**config.mk**
```make
export PLATFORM = sky130hd
export DESIGN_NAME = fpu_top
export DESIGN_NICKNAME = d
export VERILOG_FILES = /design/src/fpu_pkg.sv /design/src/fpu_seq.sv /design/src/fpm_exp.sv /design/src/fpm_mant.sv /design/src/fpu_top.sv
export VERILOG_INCLUDE_DIRS = /design/src
export SDC_FILE = /design/constraint.sdc
export NUM_CORES = 1
export LEC_CHECK = 0
export BUFFER_PORTS_ARGS = -buffer_cell sky130_fd_sc_hd__buf_2
export CAP_MARGIN = 40
export CORE_MARGIN = 2
export CORE_UTILIZATION = 32
export CTS_CLUSTER_DIAMETER = 150
export DETAILED_ROUTE_END_ITERATION = 12
export PLACE_DENSITY = 0.46
export SLEW_MARGIN = 25
export SYNTH_ARGS = -nofsm -noshare
export SYNTH_HDL_FRONTEND = slang
export SYNTH_HIERARCHICAL = 1
export SYNTH_SLANG_ARGS = --single-unit
```
**constraint.sdc**
```tcl
create_clock -name __clk -period 6 [get_ports __clk]
set_input_delay 0.3 -clock __clk [delete_from_list [all_inputs] [get_ports __clk]]
set_output_delay 0.3 -clock __clk [all_outputs]
set_load 0.1 [all_outputs]
```
**src/fpu_params.svh**
```systemverilog
`ifndef FPU_PARAMS_SVH
`define FPU_PARAMS_SVH

// ---------------------------------------------------------------------------
// number format
// ---------------------------------------------------------------------------

// two's-complement fraction, value is frac / 2^15
`define FPU_FRAC_W 16

// two's-complement exponent
`define FPU_EXP_W 8

// exponent with two guard bits, as held by the exponent adder
`define FPU_EXP_GW 10

// FIC shift counter, wide enough for any shift count up to the fraction width
`define FPU_FIC_W 5

// largest shift that still leaves a useful bit in the fraction
`define FPU_NORM_LIMIT 15

`endif

```
**src/fpu_pkg.sv**
```systemverilog
package fpu_pkg;

	`include "fpu_params.svh"

	// -----------------------------------------------------------------------
	// opcodes and sequencer states
	// -----------------------------------------------------------------------

	typedef enum logic [1:0] {
		OP_AF  = 2'd0,
		OP_SF  = 2'd1,
		OP_NRF = 2'd2
	} fp_op_t;

	typedef enum logic [2:0] {
		S_IDLE  = 3'd0,
		S_LOAD  = 3'd1,
		S_CMP   = 3'd2,
		S_ALIGN = 3'd3,
		S_ADD   = 3'd4,
		S_NORM  = 3'd5,
		S_DONE  = 3'd6
	} seq_state_t;

	// -----------------------------------------------------------------------
	// data and control bundles
	// -----------------------------------------------------------------------

	typedef struct packed {
		logic [`FPU_EXP_W-1:0]  exp;
		logic [`FPU_FRAC_W-1:0] frac;
	} fp_num_t;

	// zero, minus, exponent overflow
	typedef struct packed {
		logic z;
		logic m;
		logic v;
	} fp_flags_t;

	// one-cycle strobes from the sequencer to both units
	typedef struct packed {
		logic ld;
		logic cmp;
		logic shift;
		logic add;
		logic norm;
		logic fin;
	} phase_t;

endpackage

```
**src/fpu_seq.sv**
```systemverilog
module fpu_seq
	import fpu_pkg::*;
(
	input  logic   __clk,
	input  logic   _0_f,
	input  logic   start,
	input  fp_op_t op,
	input  logic   g,
	input  logic   fic_zero,
	input  logic   frac_norm,
	output phase_t phase,
	output logic   busy,
	output logic   done
);

	seq_state_t state;
	seq_state_t state_nx;

	// -----------------------------------------------------------------------
	// state register
	// -----------------------------------------------------------------------

	always_ff @(posedge __clk or posedge _0_f) begin
		if (_0_f) begin
			state <= S_IDLE;
		end else begin
			state <= state_nx;
		end
	end

	always_comb begin
		state_nx = state;
		case (state)
			S_IDLE: begin
				if (start) begin
					state_nx = S_LOAD;
				end
			end
			// normalize-only skips compare, align and add
			S_LOAD: begin
				state_nx = (op == OP_NRF) ? S_NORM : S_CMP;
			end
			S_CMP: begin
				state_nx = S_ALIGN;
			end
			// difference too large, keep the larger operand as it is
			S_ALIGN: begin
				if (g || fic_zero) begin
					state_nx = S_ADD;
				end
			end
			S_ADD: begin
				state_nx = S_NORM;
			end
			S_NORM: begin
				if (frac_norm) begin
					state_nx = S_DONE;
				end
			end
			// busy is already low here, so a new start is taken at once
			S_DONE: begin
				state_nx = start ? S_LOAD : S_IDLE;
			end
			default: begin
				state_nx = S_IDLE;
			end
		endcase
	end

	// -----------------------------------------------------------------------
	// phase strobes
	// -----------------------------------------------------------------------

	assign phase.ld    = (state == S_LOAD);
	assign phase.cmp   = (state == S_CMP);
	assign phase.shift = (state == S_ALIGN) && !g && !fic_zero;
	assign phase.add   = (state == S_ADD);
	assign phase.norm  = (state == S_NORM) && !frac_norm;
	// last normalize cycle, results settle before done
	assign phase.fin   = (state == S_NORM) && frac_norm;

	assign busy = (state != S_IDLE) && (state != S_DONE);
	assign done = (state == S_DONE);

	// done closes a busy period and never overlaps it
	a_done_ends_busy: assert property (
		@(posedge __clk) disable iff (_0_f)
		done |-> $fell(busy)
	);

	a_load_after_start: assert property (
		@(posedge __clk) disable iff (_0_f)
		phase.ld |-> $past(start)
	);

endmodule

```
**src/fpm_exp.sv**
```systemverilog
`include "fpu_params.svh"

module fpm_exp
	import fpu_pkg::*;
(
	input  logic                  __clk,
	input  logic                  _0_f,
	input  phase_t                phase,
	input  logic [`FPU_EXP_W-1:0] ea,
	input  logic [`FPU_EXP_W-1:0] eb,
	input  logic                  carry_fix,
	input  logic                  norm_step,
	input  logic                  frac_zero,
	output logic                  g,
	output logic                  wdt,
	output logic                  fic_zero,
	output logic                  exp_ovf,
	output logic [`FPU_EXP_W-1:0] res_exp
);

	localparam int EW = `FPU_EXP_W;
	localparam int GW = `FPU_EXP_GW;
	localparam int CW = `FPU_FIC_W;

	logic [EW-1:0] d_reg;
	logic [EW-1:0] b_reg;
	logic [GW-1:0] diff;
	logic [GW-1:0] diff_mag;
	logic          diff_big;
	logic [CW-1:0] fic;
	logic [CW-1:0] fic_ld;
	logic [GW-1:0] e_acc;

	// -----------------------------------------------------------------------
	// D and B exponent registers
	// -----------------------------------------------------------------------

	always_ff @(posedge __clk) begin
		if (phase.ld) begin
			d_reg <= ea;
			b_reg <= eb;
		end
	end

	// -----------------------------------------------------------------------
	// exponent adder with two guard bits
	// -----------------------------------------------------------------------

	// B - D, negative when b has the smaller exponent
	assign diff = {{(GW-EW){b_reg[EW-1]}}, b_reg} - {{(GW-EW){d_reg[EW-1]}}, d_reg};
	assign diff_mag = diff[GW-1] ? (~diff + 1'b1) : diff;
	assign diff_big = (diff_mag > `FPU_NORM_LIMIT);

	// nothing to shift when the smaller operand is lost entirely
	assign fic_ld = diff_big ? '0 : diff_mag[CW-1:0];

	always_ff @(posedge __clk or posedge _0_f) begin
		if (_0_f) begin
			g   <= 1'b0;
			wdt <= 1'b0;
		end else if (phase.cmp) begin
			g   <= diff_big;
			wdt <= diff[GW-1];
		end
	end

	// -----------------------------------------------------------------------
	// FIC shift counter
	// -----------------------------------------------------------------------

	always_ff @(posedge __clk or posedge _0_f) begin
		if (_0_f) begin
			fic <= '0;
		end else if (phase.cmp) begin
			fic <= fic_ld;
		end else if (phase.shift) begin
			fic <= fic - 1'b1;
		end
	end

	assign fic_zero = (fic == '0);

	// -----------------------------------------------------------------------
	// result exponent
	// -----------------------------------------------------------------------

	always_ff @(posedge __clk or posedge _0_f) begin
		if (_0_f) begin
			e_acc <= '0;
		end else if (phase.ld) begin
			// normalize-only works on a's exponent directly
			e_acc <= {{(GW-EW){ea[EW-1]}}, ea};
		end else if (phase.cmp) begin
			// start from the larger exponent
			if (diff[GW-1]) begin
				e_acc <= {{(GW-EW){d_reg[EW-1]}}, d_reg};
			end else begin
				e_acc <= {{(GW-EW){b_reg[EW-1]}}, b_reg};
			end
		end else if (carry_fix) begin
			e_acc <= e_acc + 1'b1;
		end else if (norm_step) begin
			e_acc <= e_acc - 1'b1;
		end else if (phase.fin && frac_zero) begin
			e_acc <= '0;
		end
	end

	// guard bits disagree with the sign once outside -128..127
	assign exp_ovf = !((&e_acc[GW-1:EW-1]) || !(|e_acc[GW-1:EW-1]));
	assign res_exp = e_acc[EW-1:0];

	a_fic_no_underflow: assert property (
		@(posedge __clk) disable iff (_0_f)
		phase.shift |-> !fic_zero
	);

endmodule

```
**src/fpm_mant.sv**
```systemverilog
`include "fpu_params.svh"

module fpm_mant
	import fpu_pkg::*;
(
	input  logic                   __clk,
	input  logic                   _0_f,
	input  phase_t                 phase,
	input  fp_op_t                 op,
	input  logic [`FPU_FRAC_W-1:0] fa,
	input  logic [`FPU_FRAC_W-1:0] fb,
	input  logic                   wdt,
	input  logic                   g,
	input  logic                   exp_ovf,
	output logic                   frac_norm,
	output logic                   frac_zero,
	output logic                   carry_fix,
	output logic                   norm_step,
	output logic [`FPU_FRAC_W-1:0] res_frac,
	output fp_flags_t              flags
);

	localparam int FW = `FPU_FRAC_W;

	logic [FW-1:0] t_reg;
	logic [FW-1:0] m_reg;
	logic [FW-1:0] fb_neg;
	logic [FW:0]   sum;
	logic          sum_ovf;

	// -----------------------------------------------------------------------
	// operand preparation
	// -----------------------------------------------------------------------

	// -1.0 has no positive twin, clamp to the largest positive fraction
	assign fb_neg = (fb == {1'b1, {(FW-1){1'b0}}}) ? {1'b0, {(FW-1){1'b1}}}
		: (~fb + 1'b1);

	// -----------------------------------------------------------------------
	// adder with one guard bit
	// -----------------------------------------------------------------------

	assign sum     = {t_reg[FW-1], t_reg} + {m_reg[FW-1], m_reg};
	assign sum_ovf = sum[FW] ^ sum[FW-1];

	// -----------------------------------------------------------------------
	// M register, holds b until the add
	// -----------------------------------------------------------------------

	always_ff @(posedge __clk) begin
		if (phase.ld) begin
			m_reg <= (op == OP_SF) ? fb_neg : fb;
		end else if (phase.shift && wdt) begin
			m_reg <= {m_reg[FW-1], m_reg[FW-1:1]};
		end
	end

	// -----------------------------------------------------------------------
	// T register, accumulator and result
	// -----------------------------------------------------------------------

	always_ff @(posedge __clk or posedge _0_f) begin
		if (_0_f) begin
			t_reg <= '0;
		end else if (phase.ld) begin
			t_reg <= fa;
		end else if (phase.shift && !wdt) begin
			// arithmetic shift, low bit dropped
			t_reg <= {t_reg[FW-1], t_reg[FW-1:1]};
		end else if (phase.add) begin
			if (g) begin
				// larger operand only, like wt/wc in the old unit
				t_reg <= wdt ? t_reg : m_reg;
			end else if (sum_ovf) begin
				t_reg <= sum[FW:1];
			end else begin
				t_reg <= sum[FW-1:0];
			end
		end else if (phase.norm) begin
			t_reg <= {t_reg[FW-2:0], 1'b0};
		end
	end

	assign carry_fix = phase.add && !g && sum_ovf;

	// normalized when the two top bits differ
	assign frac_zero = (t_reg == '0);
	assign frac_norm = frac_zero || (t_reg[FW-1] ^ t_reg[FW-2]);
	assign norm_step = phase.norm && !frac_norm;

	assign res_frac = t_reg;

	// -----------------------------------------------------------------------
	// result flags
	// -----------------------------------------------------------------------

	always_ff @(posedge __clk or posedge _0_f) begin
		if (_0_f) begin
			flags <= '0;
		end else if (phase.fin) begin
			flags.z <= frac_zero;
			flags.m <= t_reg[FW-1];
			// a zero result clears the exponent, so no overflow
			flags.v <= exp_ovf && !frac_zero;
		end
	end

	a_shift_norm_excl: assert property (
		@(posedge __clk) disable iff (_0_f)
		!(phase.shift && phase.norm)
	);

endmodule

```
**src/fpu_top.sv**
```systemverilog
`include "fpu_params.svh"

module fpu_top
	import fpu_pkg::*;
(
	input  logic      __clk,
	input  logic      _0_f,
	input  logic      start,
	input  fp_op_t    op,
	input  fp_num_t   a,
	input  fp_num_t   b,
	output logic      busy,
	output logic      done,
	output fp_num_t   res,
	output fp_flags_t flags
);

	phase_t                 phase;
	logic                   g;
	logic                   wdt;
	logic                   fic_zero;
	logic                   exp_ovf;
	logic                   frac_norm;
	logic                   frac_zero;
	logic                   carry_fix;
	logic                   norm_step;
	logic [`FPU_EXP_W-1:0]  res_exp;
	logic [`FPU_FRAC_W-1:0] res_frac;

	fpu_seq u_seq (
		.__clk     (__clk),
		._0_f      (_0_f),
		.start     (start),
		.op        (op),
		.g         (g),
		.fic_zero  (fic_zero),
		.frac_norm (frac_norm),
		.phase     (phase),
		.busy      (busy),
		.done      (done)
	);

	fpm_exp u_exp (
		.__clk     (__clk),
		._0_f      (_0_f),
		.phase     (phase),
		.ea        (a.exp),
		.eb        (b.exp),
		.carry_fix (carry_fix),
		.norm_step (norm_step),
		.frac_zero (frac_zero),
		.g         (g),
		.wdt       (wdt),
		.fic_zero  (fic_zero),
		.exp_ovf   (exp_ovf),
		.res_exp   (res_exp)
	);

	fpm_mant u_mant (
		.__clk     (__clk),
		._0_f      (_0_f),
		.phase     (phase),
		.op        (op),
		.fa        (a.frac),
		.fb        (b.frac),
		.wdt       (wdt),
		.g         (g),
		.exp_ovf   (exp_ovf),
		.frac_norm (frac_norm),
		.frac_zero (frac_zero),
		.carry_fix (carry_fix),
		.norm_step (norm_step),
		.res_frac  (res_frac),
		.flags     (flags)
	);

	assign res.exp  = res_exp;
	assign res.frac = res_frac;

endmodule

```
==> results of run 1 <==
## layout make-up
| type | count | area, sq um | share of cell area [%] |
|---|---|---|---|
| Clock buffer | 10 | 229 | 3.32 |
| Clock inverter | 6 | 51.3 | 0.744 |
| Inverter | 36 | 135 | 1.96 |
| Multi-Input combinational cell | 564 | 3730 | 54.1 |
| Sequential cell | 71 | 1940 | 28.1 |
| Tap cell | 234 | 293 | 4.25 |
| Timing Repair Buffer | 94 | 520 | 7.55 |
## cells by family (layout without fill, tap and decap cells)
group / count (synthesis) / count (layout) / share of synthesized area [%]
AOI/OAI and AO/OA: 234 / 234 / 26.2
and+or+nand+nor: 241 / 241 / 19.8
DFF: 71 / 71 / 32.2
buffers and inverters: 84 / 146 / 5.96
adders and majority gates: 35 / 35 / 7.54
xor gates and xnor gates: 39 / 39 / 5.69
muxes: 15 / 15 / 2.58
## worst register-to-register path, stage by stage (launching register included)
cell	delay, ps
dfrtp_1	420
ha_1	260
fa_1	410
a21o_1	200
a311o_1	420
a32oi_2	270
o21ai_0	180
a21oi_1	170
nand3_1	80
o21ai_0	110
ha_1	530
nor2b_1	360
and2_1	200
clkinv_1	80
nand2_1	230
a21oi_1	70
or3_1	350
a21oi_1	140
a211oi_1	60
a221o_1	280
## synthesized netlist by cell type, types with 3 or more instances
library cell,number,area [sq um]
and3_1,8,50.1
nor2_1,69,259
nand3_1,23,115
xor2_1,17,149
or3_1,3,18.8
a221oi_1,5,43.8
o21a_1,4,30.0
a211oi_1,12,90.1
and2_1,3,18.8
o311ai_0,3,26.3
dfrtp_1,39,976
a211o_1,3,26.3
buf_4,8,60.1
o211ai_1,9,67.6
a22oi_1,5,37.5
edfxtp_1,32,961
nand2b_1,6,37.5
a21oi_1,70,350
xnor2_1,22,193
mux2i_1,11,110
buf_1,4,15.0
nor4b_1,3,26.3
nand2_1,64,240
nor3_1,20,100
nor3b_1,7,52.6
o31ai_1,4,30.0
buf_2,4,20.0
clkbuf_1,31,116
a31o_2,3,26.3
a221o_1,5,50.1
nand4_1,6,37.5
a31oi_1,8,50.1
inv_1,35,131
o22ai_1,9,56.3
o21ai_0,47,235
o221ai_1,3,26.3
a21o_1,14,105
mux2_2,4,45.0
ha_1,33,413
nor2b_1,11,68.8
## metal layers
metal,GRT usage [%],vias to the layer above,part of all wire (%)
met2,27.8,132,44
li1,-,2758,-
met5,0,-,0
met1,26.7,2615,50
met4,5.37,0,1.4
met3,2.72,17,4.4
## per-stage QoR
step	cell area (sq um)	hold slack, ps	utilization (%)	setup WS, ps
global route	6890	112	37.1	641
CTS	6880	117	37.0	1070
floorplan	6010	53.6	-	992
finish	6890	127	37.1	1060
global placement	6570	207	35.4	1150
detailed placement	6590	214	35.4	1090
## final timing paths
check                                   start                 end  cells past startpoint
max                        u_mant/res_frac[0]      u_exp/e_acc[5]                     19
min                                     b[22]      u_exp/b_reg[6]                      1
max reg2reg                u_mant/res_frac[0]      u_exp/e_acc[5]                     19
min reg2reg                   u_mant/flags[2]     u_mant/flags[2]                      1
max in group asynchronous                _0_f  u_mant/res_frac[0]                      4
min in group asynchronous                _0_f      u_seq/state[1]                      3
==> impl_results.md, run 1 <==
* Status: complete, no violations
* Routed WL per cell at 17.6 microns
* Setup TNS at 0 ps
* Die area at 19900 sq um
* Layout fillers at 1916
* Hpwl dp at 13600 microns
* Max_cap viols at 0
* Mapped cell area at 6010 sq um
* Max Root-Sink Buffers at 2
* IO buf count at 81
* CP Max Fanout at 16
* Register area share after synthesis at 32.2%
* Worst Setup End Kind: flip-flop
* Worst path arrival time at 5170 ps
* CTS tree: yes
* CTS clk-pin slew, worst paths at 60 ps
* Asr flop ratio synth at 54.9%
* Crit path launch type: flip-flop
* Crit-path cells: ha_1 > fa_1 > a21o_1 > a311o_1 > a32oi_2 > o21ai_0 > a21oi_1 > nand3_1 > o21ai_0 > ha_1 > nor2b_1 > and2_1 > clkinv_1 > nand2_1 > a21oi_1 > or3_1 > a21oi_1 > a211oi_1 > a221o_1
* Main synth FF type: dfrtp_1
* CP bufs+invs at 1
* Die height at 141 microns
* Vias in the first global route at 5231
* Largest net degree at the start of global routing at 58
* Drt drc at 0
* Final setup vio count at 0
* Yosys warnings at 6
* CTS H-tree lvls at 3
* Grt ovf at 0
* Least-Margin Pin Slew at 650 ps
* Max-slew headroom at 55.5%
* Via count at 5522
* Unrepaired setup endpoints after global routing: false
* Avg Synthesized Cell Area at 8.35 sq um
* Core Area at 18600 sq um
* #FFs+latches synth at 71
* CP max stage cell: ha_1
* Clk Latency, worst-skew pair at 350 ps
* Most frequent cells in the layout: 81 x buf_2, 70 x a21oi_1, 69 x nor2_1, 64 x nand2_1, 47 x o21ai_0
* Number of antenna violations at the first check in global routing at 0
* Worst R2R Setup Slack at 1060 ps
* Cells after Synth at 719
* Most frequent CP cell: a21oi_1
* Tmin final at 4940 ps
* Hold_buf cts at 1
* Post-synth EDFFs at 32
* Commonest non-fill, non-tap cell in the layout: buf_2
* Boundary Pins at 82
* Slowest stage delay, CP at 530 ps
* Nets at 864
* Clk root buf: clkbuf_16
* TritonCTS Buffers at 9
* Setup Skew at 6.08 ps
* CP required at 6230 ps
* Syn_nets at 807
* Post-route ant nets at 0
* Count of cells resized by post-cts repair at 0
* Sink Count at 71
* Post-Place Cells at 997
* Total Routing Usage GR at 18.2%
* Final estimated routing congestion in global placement at 0.908
* Post-CTS Setup Repair Bufs at 0
* Initial DRC Count at 474
* Synth cell types at 81
* First-pass GRT wire length at 28800 microns
* Tcrit/Tclk final at 82.4%
* Share of layout cells above drive strength 1 at 17.4%
* DRT Wirelength at 17800 microns
* Final Max Slew Viols at 0
* Final cell count without fillers at 1015
* CP delay by family, top: compound AO/OA/AOI/OAI gates
* Via density per instance at 5.44
* Max Fclk at 202 MHz
* Rows at 50
* Synthesis-to-layout area growth at 14.7%
* Die width at 141 microns
* TritonRoute pass-1 iters at 5
* Hold Crit Class: in2reg
* WS Path Type: reg2reg
* Initial core utilization at 32.3%
* Ant diodes at 0
* Final Hold Viols at 0
Power of run 1 is not shown: default switching activity piles up to over one toggle a cycle in this logic, so the estimate is an artifact.
==> inputs of run 2 (changes only) <==
==> constraint.sdc (replaced) <==
create_clock -name __clk -period 4.95 [get_ports __clk]
set_input_delay 0.2475 -clock __clk [delete_from_list [all_inputs] [get_ports __clk]]
set_output_delay 0.2475 -clock __clk [all_outputs]
set_load 0.1 [all_outputs]
==> run 2 against run 1 <==
Critical path depth unchanged. Cell area is essentially flat. Non-clock buffer count rose by 3. Die area stayed put. Fmax up 7.5%. Via count up 1.4%. Clock-buffer cell count unchanged. Final cell count is 0.30% higher. Hold slack worse by 42 ps. Sequential share of layout area about the same. Critical endpoint is now u_exp/e_acc[2].
==> impl_results.md, run 2 (synthesis gave the netlist of run 1 again) <==
* RR Startpoint: u_mant/res_frac[0] (unchanged)
* Crit path to: u_exp/e_acc[2] (was u_exp/e_acc[5])
* Post-route ant nets at 0 (unchanged)
* Max-slew headroom at 57.0% (was 55.5%)
* CP required at 5210 ps (was 6230 ps)
* Storage cell area at 1940 sq um (about the same)
* Tmin final at 4600 ps (was 4940 ps)
* Grt met3 use at 2.31% (was 2.72%)
* Die area at 19900 sq um (unchanged)
* Crit path from: u_mant/res_frac[0] (unchanged)
* Initial core utilization at 32.3% (unchanged)
* Met1 Usage GRT at 25.6% (was 26.7%)
* Worst path arrival time at 4860 ps (was 5170 ps)
* Setup TNS at 0 ps (unchanged)
* WS Path Type: reg2reg (unchanged)
* CTS tree: yes (unchanged)
* Max Fclk at 217 MHz (was 202 MHz)
* Via density per instance at 5.50 (was 5.44)
* Worst R2R Setup Slack at 350 ps (was 1060 ps)
* Worst R2R Path Depth at 19 (unchanged)
* Tcrit/Tclk final at 92.9% (was 82.4%)
* Via count at 5602 (was 5522)
* Vias in the first global route at 5341 (was 5231)
* Placement Setup Slack at 380 ps (was 1090 ps)
* IO buf count at 81 (unchanged)
* Largest net degree at the start of global routing at 59 (was 58)
* Final estimated routing congestion in global placement at 0.916 (was 0.908)
* Ant diodes at 0 (unchanged)
* Grt ovf at 0 (unchanged)
* CTS clk-pin slew, worst paths at 60 ps (about the same)
* Final Hold Viols at 0 (unchanged)
* Share of layout cells above drive strength 1 at 17.9% (was 17.4%)
* Drt drc at 0 (unchanged)
* Die width at 141 microns (unchanged)
* Final setup margin at 351 ps (was 1060 ps)
* Capturing point of the worst reg2reg path: u_exp/e_acc[2] (was u_exp/e_acc[5])
* Synthesis-to-layout area growth at 14.8% (was 14.7%)
* Max Root-Sink Buffers at 2 (unchanged)
* Least-Margin Pin Slew at 645 ps (was 650 ps)
* Commonest non-fill, non-tap cell in the layout: buf_2 (unchanged)
* TritonCTS Buffers at 9 (unchanged)
* DRT Wirelength at 17700 microns (was 17800 microns)
* Boundary Pins at 82 (unchanged)
* Crit path launch type: flip-flop (unchanged)
* Sink Count at 71 (unchanged)
* Max_cap viols at 0 (unchanged)
* Most frequent cells in the layout: 81 x buf_2, 70 x a21oi_1, 69 x nor2_1, 64 x nand2_1, 47 x o21ai_0 (unchanged)
* Die height at 141 microns (unchanged)
* Clk Latency, worst-skew pair at 340 ps (was 350 ps)
* CTS H-tree lvls at 3 (unchanged)
* Routed WL per cell at 17.4 microns (was 17.6 microns)
* Unrepaired setup endpoints after global routing: false (unchanged)
* Final Max Slew Viols at 0 (unchanged)
* M2 GR Usage at 28.3% (was 27.8%)
* Most Used Layer, Global Route: met2 (unchanged)
* Nets at 867 (was 864)
* First-pass GRT wire length at 28500 microns (was 28800 microns)
* Status: complete, no violations (unchanged)
* Final setup vio count at 0 (unchanged)
* Worst Setup End Kind: flip-flop (unchanged)
* Total Routing Usage GR at 18.0% (was 18.2%)
* Rows at 50 (unchanged)
* Hold Crit Class: in2reg (unchanged)
* Initial DRC Count at 400 (was 474)
* Layout fillers at 1941 (was 1916)
* Core Area at 18600 sq um (unchanged)
* Post-CTS Setup Repair Bufs at 0 (unchanged)
* CP Max Fanout at 13 (was 16)
* Number of antenna violations at the first check in global routing at 0 (unchanged)
* Area of the multi-input gates at 3730 sq um (about the same)
* TritonRoute pass-1 iters at 5 (unchanged)
* Final cell count without fillers at 1018 (was 1015)
* Post-Place Cells at 1000 (was 997)
* Hpwl dp at 13500 microns (was 13600 microns)
* Setup Skew at 8.43 ps (was 6.08 ps)
* Clk root buf: clkbuf_16 (unchanged)
[run 2: repair_timing]
action / in CTS / in global routing
endpoints found under the hold margin: 7 / 0
hold buffers: 1 / 0
resized for setup: 0 / 1
endpoints found under the setup margin: 0 / 1
[run 2: area by class of cell]
type | instances | share of cell area [%]
well taps | 234 | 4.25
repair buffers | 97 | 7.88
clock inverters | 6 | 0.399
multi-input cells | 564 | 54.1
flip-flops and latches | 71 | 28.1
inverters | 36 | 1.96
clock buffers | 10 | 3.32
[run 2: metal layers]
metal / vias up / routed length [microns]
met5: - / 0
met4: 0 / 377
met1: 2665 / 8690
li1: 2774 / -
met3: 20 / 775
met2: 143 / 7890
[run 2: worst min-delay path by stage]
stage / startpoint / end / slack (ps) / cells past startpoint
final: b[18] / u_exp/b_reg[2] / 80 / 1
after global routing: b[17] / u_exp/b_reg[1] / 70 / 1
after global placement: _0_f / u_seq/state[2] / 150 / 2
after CTS: b[17] / u_exp/b_reg[1] / 70 / 1
after floorplan: _0_f / u_seq/state[0] / 1 / 1
after detailed placement: _0_f / u_seq/state[0] / 160 / 2
[run 2: per-stage QoR]
stage | util (%) | instance area, sq um | hold slack, ps
after floorplan | - | 6010 | 1.14
after global placement | 35.5 | 6600 | 154
after detailed placement | 35.6 | 6610 | 159
after CTS | 37.0 | 6880 | 69.0
after global routing | 37.1 | 6890 | 69.9
final | 37.1 | 6890 | 84.6
[run 2: worst max-delay path: stages (launching register included)]
cell,delay (ps)
dfrtp_2,430
ha_1,250
fa_1,410
a21o_1,200
a311o_1,410
a32oi_2,240
o21ai_0,170
a21oi_1,180
nand3_1,80
o21ai_0,110
ha_1,300
nor2b_2,200
and2_1,190
buf_4,180
nor2b_1,430
a221o_1,230
a21oi_1,60
a211oi_1,210
a21oi_1,60
a21oi_1,160
Power of run 2 is left out for the same reason.
==> inputs of run 3 (changes only) <==
==> constraint.sdc (replaced) <==
create_clock -name __clk -period 4.95 [get_ports __clk]
set_input_delay 0 -clock __clk [delete_from_list [all_inputs] [get_ports __clk]]
set_output_delay 0 -clock __clk [all_outputs]
set_load 0.1 [all_outputs]
==> run 3 against run 2 <==
Non-clock buffer count grew 20. Sequential share of layout area shrank 0.79 points. Utilization grew 1.1 points. Critical path depth is the same. Wire length grew 0.96%. Flip-flop and latch count is the same.
==> impl_results.md, run 3 (synthesis gave the netlist of run 1 again) <==
* Initial core utilization at 32.3% (unchanged)
* Number of antenna violations at the first check in global routing at 0 (unchanged)
* Worst hold path depth at 4 (was 1)
* Share of layout cells above drive strength 1 at 17.4% (was 17.9%)
* Status: complete, no violations (unchanged)
* WS Path Type: reg2reg (unchanged)
* Crit-path cells: ha_1 > fa_1 > a21o_1 > a311o_1 > a32oi_2 > o21ai_0 > a21oi_1 > nand3_1 > o21ai_0 > ha_1 > nor2b_2 > and2_1 > buf_4 > nor2b_1 > a221o_1 > a21oi_1 > a211oi_1 > a21oi_1 > a21oi_1 (unchanged)
* Crit path launch type: flip-flop (unchanged)
* CP required at 5210 ps (about the same)
* Die area at 19900 sq um (unchanged)
* Placement Setup Slack at 380 ps (unchanged)
* Hold Startpoint: op[0] (was b[18])
* Slowest stage delay, CP at 430 ps (about the same)
* TritonCTS Buffers at 9 (unchanged)
* Worst R2R Setup Slack at 350 ps (about the same)
* Sink Count at 71 (unchanged)
* Clk Latency, worst-skew pair at 340 ps (about the same)
* Most frequent CP cell: a21oi_1 (unchanged)
* Synthesis-to-layout area growth at 18.1% (was 14.8%)
* Most frequent cells in the layout: 81 x buf_2, 70 x a21oi_1, 69 x nor2_1, 64 x nand2_1, 47 x o21ai_0 (unchanged)
* CP max stage cell: dfrtp_2 (unchanged)
* Final setup margin at 351 ps (about the same)
* Max Fclk at 217 MHz (about the same)
* Ant diodes at 0 (unchanged)
* Total Routing Usage GR at 18.2% (was 18.0%)
* Nets at 887 (was 867)
* Tcrit/Tclk final at 92.9% (about the same)
* Max_cap viols at 0 (unchanged)
* Hpwl dp at 13500 microns (unchanged)
* Die height at 141 microns (unchanged)
* Hold Crit Class: in2reg (unchanged)
* Routed WL per cell at 17.3 microns (was 17.4 microns)
* CTS clk-pin slew, worst paths at 60 ps (about the same)
* Rows at 50 (unchanged)
* CP Max Fanout at 13 (unchanged)
* Post-route ant nets at 0 (unchanged)
* CTS H-tree lvls at 3 (unchanged)
* Largest net degree at the start of global routing at 59 (unchanged)
* Clk root buf: clkbuf_16 (unchanged)
* Tmin final at 4600 ps (about the same)
* Least-Margin Pin Slew at 641 ps (was 645 ps)
* Final setup vio count at 0 (unchanged)
* Setup Skew at 8.62 ps (was 8.43 ps)
* Max Root-Sink Buffers at 2 (unchanged)
* Boundary Pins at 82 (unchanged)
* Worst Setup End Kind: flip-flop (unchanged)
* IO buf count at 81 (unchanged)
* Hold WS at 11.8 ps (was 84.6 ps)
* Initial DRC Count at 364 (was 400)
* Final Hold Viols at 0 (unchanged)
* Via count at 5742 (was 5602)
* Max-slew headroom at 57.3% (was 57.0%)
* DRT Wirelength at 17900 microns (was 17700 microns)
* Final Max Slew Viols at 0 (unchanged)
* Hold Crit Endpoint: u_seq/state[0] (was u_exp/b_reg[2])
* Capturing point of the worst reg2reg path: u_exp/e_acc[2] (unchanged)
* Die width at 141 microns (unchanged)
* Final Util at 38.2% (was 37.1%)
* CTS tree: yes (unchanged)
* Via density per instance at 5.53 (was 5.50)
* Core Area at 18600 sq um (unchanged)
* RR Startpoint: u_mant/res_frac[0] (unchanged)
* First-pass GRT wire length at 28800 microns (was 28500 microns)
* Drt drc at 0 (unchanged)
* Final estimated routing congestion in global placement at 0.916 (unchanged)
* Setup TNS at 0 ps (unchanged)
* Worst path arrival time at 4860 ps (about the same)
* Commonest non-fill, non-tap cell in the layout: buf_2 (unchanged)
* Unrepaired setup endpoints after global routing: false (unchanged)
* Post-CTS Setup Repair Bufs at 0 (unchanged)
* Grt ovf at 0 (unchanged)
* Layout fillers at 1928 (was 1941)
* Worst R2R Path Depth at 19 (unchanged)
* TritonRoute pass-1 iters at 6 (was 5)
* Vias in the first global route at 5481 (was 5341)
## run 3: cell types whose count changed in the layout (fill, tap and decap cells not counted), sizes merged
cell         before  now
dlygate4sd3       1   21
## run 3: worst max path at each step
stage / slack [ps] / cells after the start / endpoint / start
floorplan: 120 / 19 / u_exp/e_acc[5] / u_mant/res_frac[2]
global placement: 480 / 19 / u_exp/e_acc[2] / u_mant/res_frac[0]
detailed placement: 380 / 19 / u_exp/e_acc[5] / u_mant/res_frac[0]
CTS: 350 / 19 / u_exp/e_acc[5] / u_mant/res_frac[0]
global route: 50 / 19 / u_exp/e_acc[3] / u_mant/res_frac[0]
finish: 350 / 19 / u_exp/e_acc[2] / u_mant/res_frac[0]
## run 3: area by class of cell
cell class	count	area (sq um)	area share, %
multi-input cells	564	3730	52.6
well taps	234	293	4.13
clock inverters	6	27.5	0.388
inverters	36	135	1.90
repair buffers	117	743	10.5
flip-flops and latches	71	1940	27.3
clock buffers	10	229	3.23
## run 3: timing repair
item | 4_1_cts | 5_1_grt
endpoints found under the hold margin | 65 | 0
setup endpoints to repair | 0 | 1
hold buffers | 21 | 0
resized for setup | 0 | 1
## run 3: per-stage QoR
step           instance area, sq um  std cells
2_1_floorplan                  6010        719
4_1_cts                        7080       1037
3_5_place_dp                   6610       1000
5_1_grt                        7090       1038
3_3_place_gp                   6600        999
6_report                       7090       1038
## run 3: worst max-delay path, delay by kind of cell (launching register included)
family          cells  cell delay, ps
simple gates        4             900
flops               1             430
compound gates     11            2040
fa+ha+maj           3             950
buf+inv             1             180
## run 3: routing by layer
metal  part of all wire [%]  vias up  track usage [%]  wire length [microns]
met1                     48     2743             25.6                   8680
li1                       -     2814                -                      -
met3                    4.9       24             2.41                    872
met4                    2.3        0             6.84                    410
met2                     44      161             28.4                   7950
met5                      0        -                0                      0
Power of run 3 is left out for the same reason.
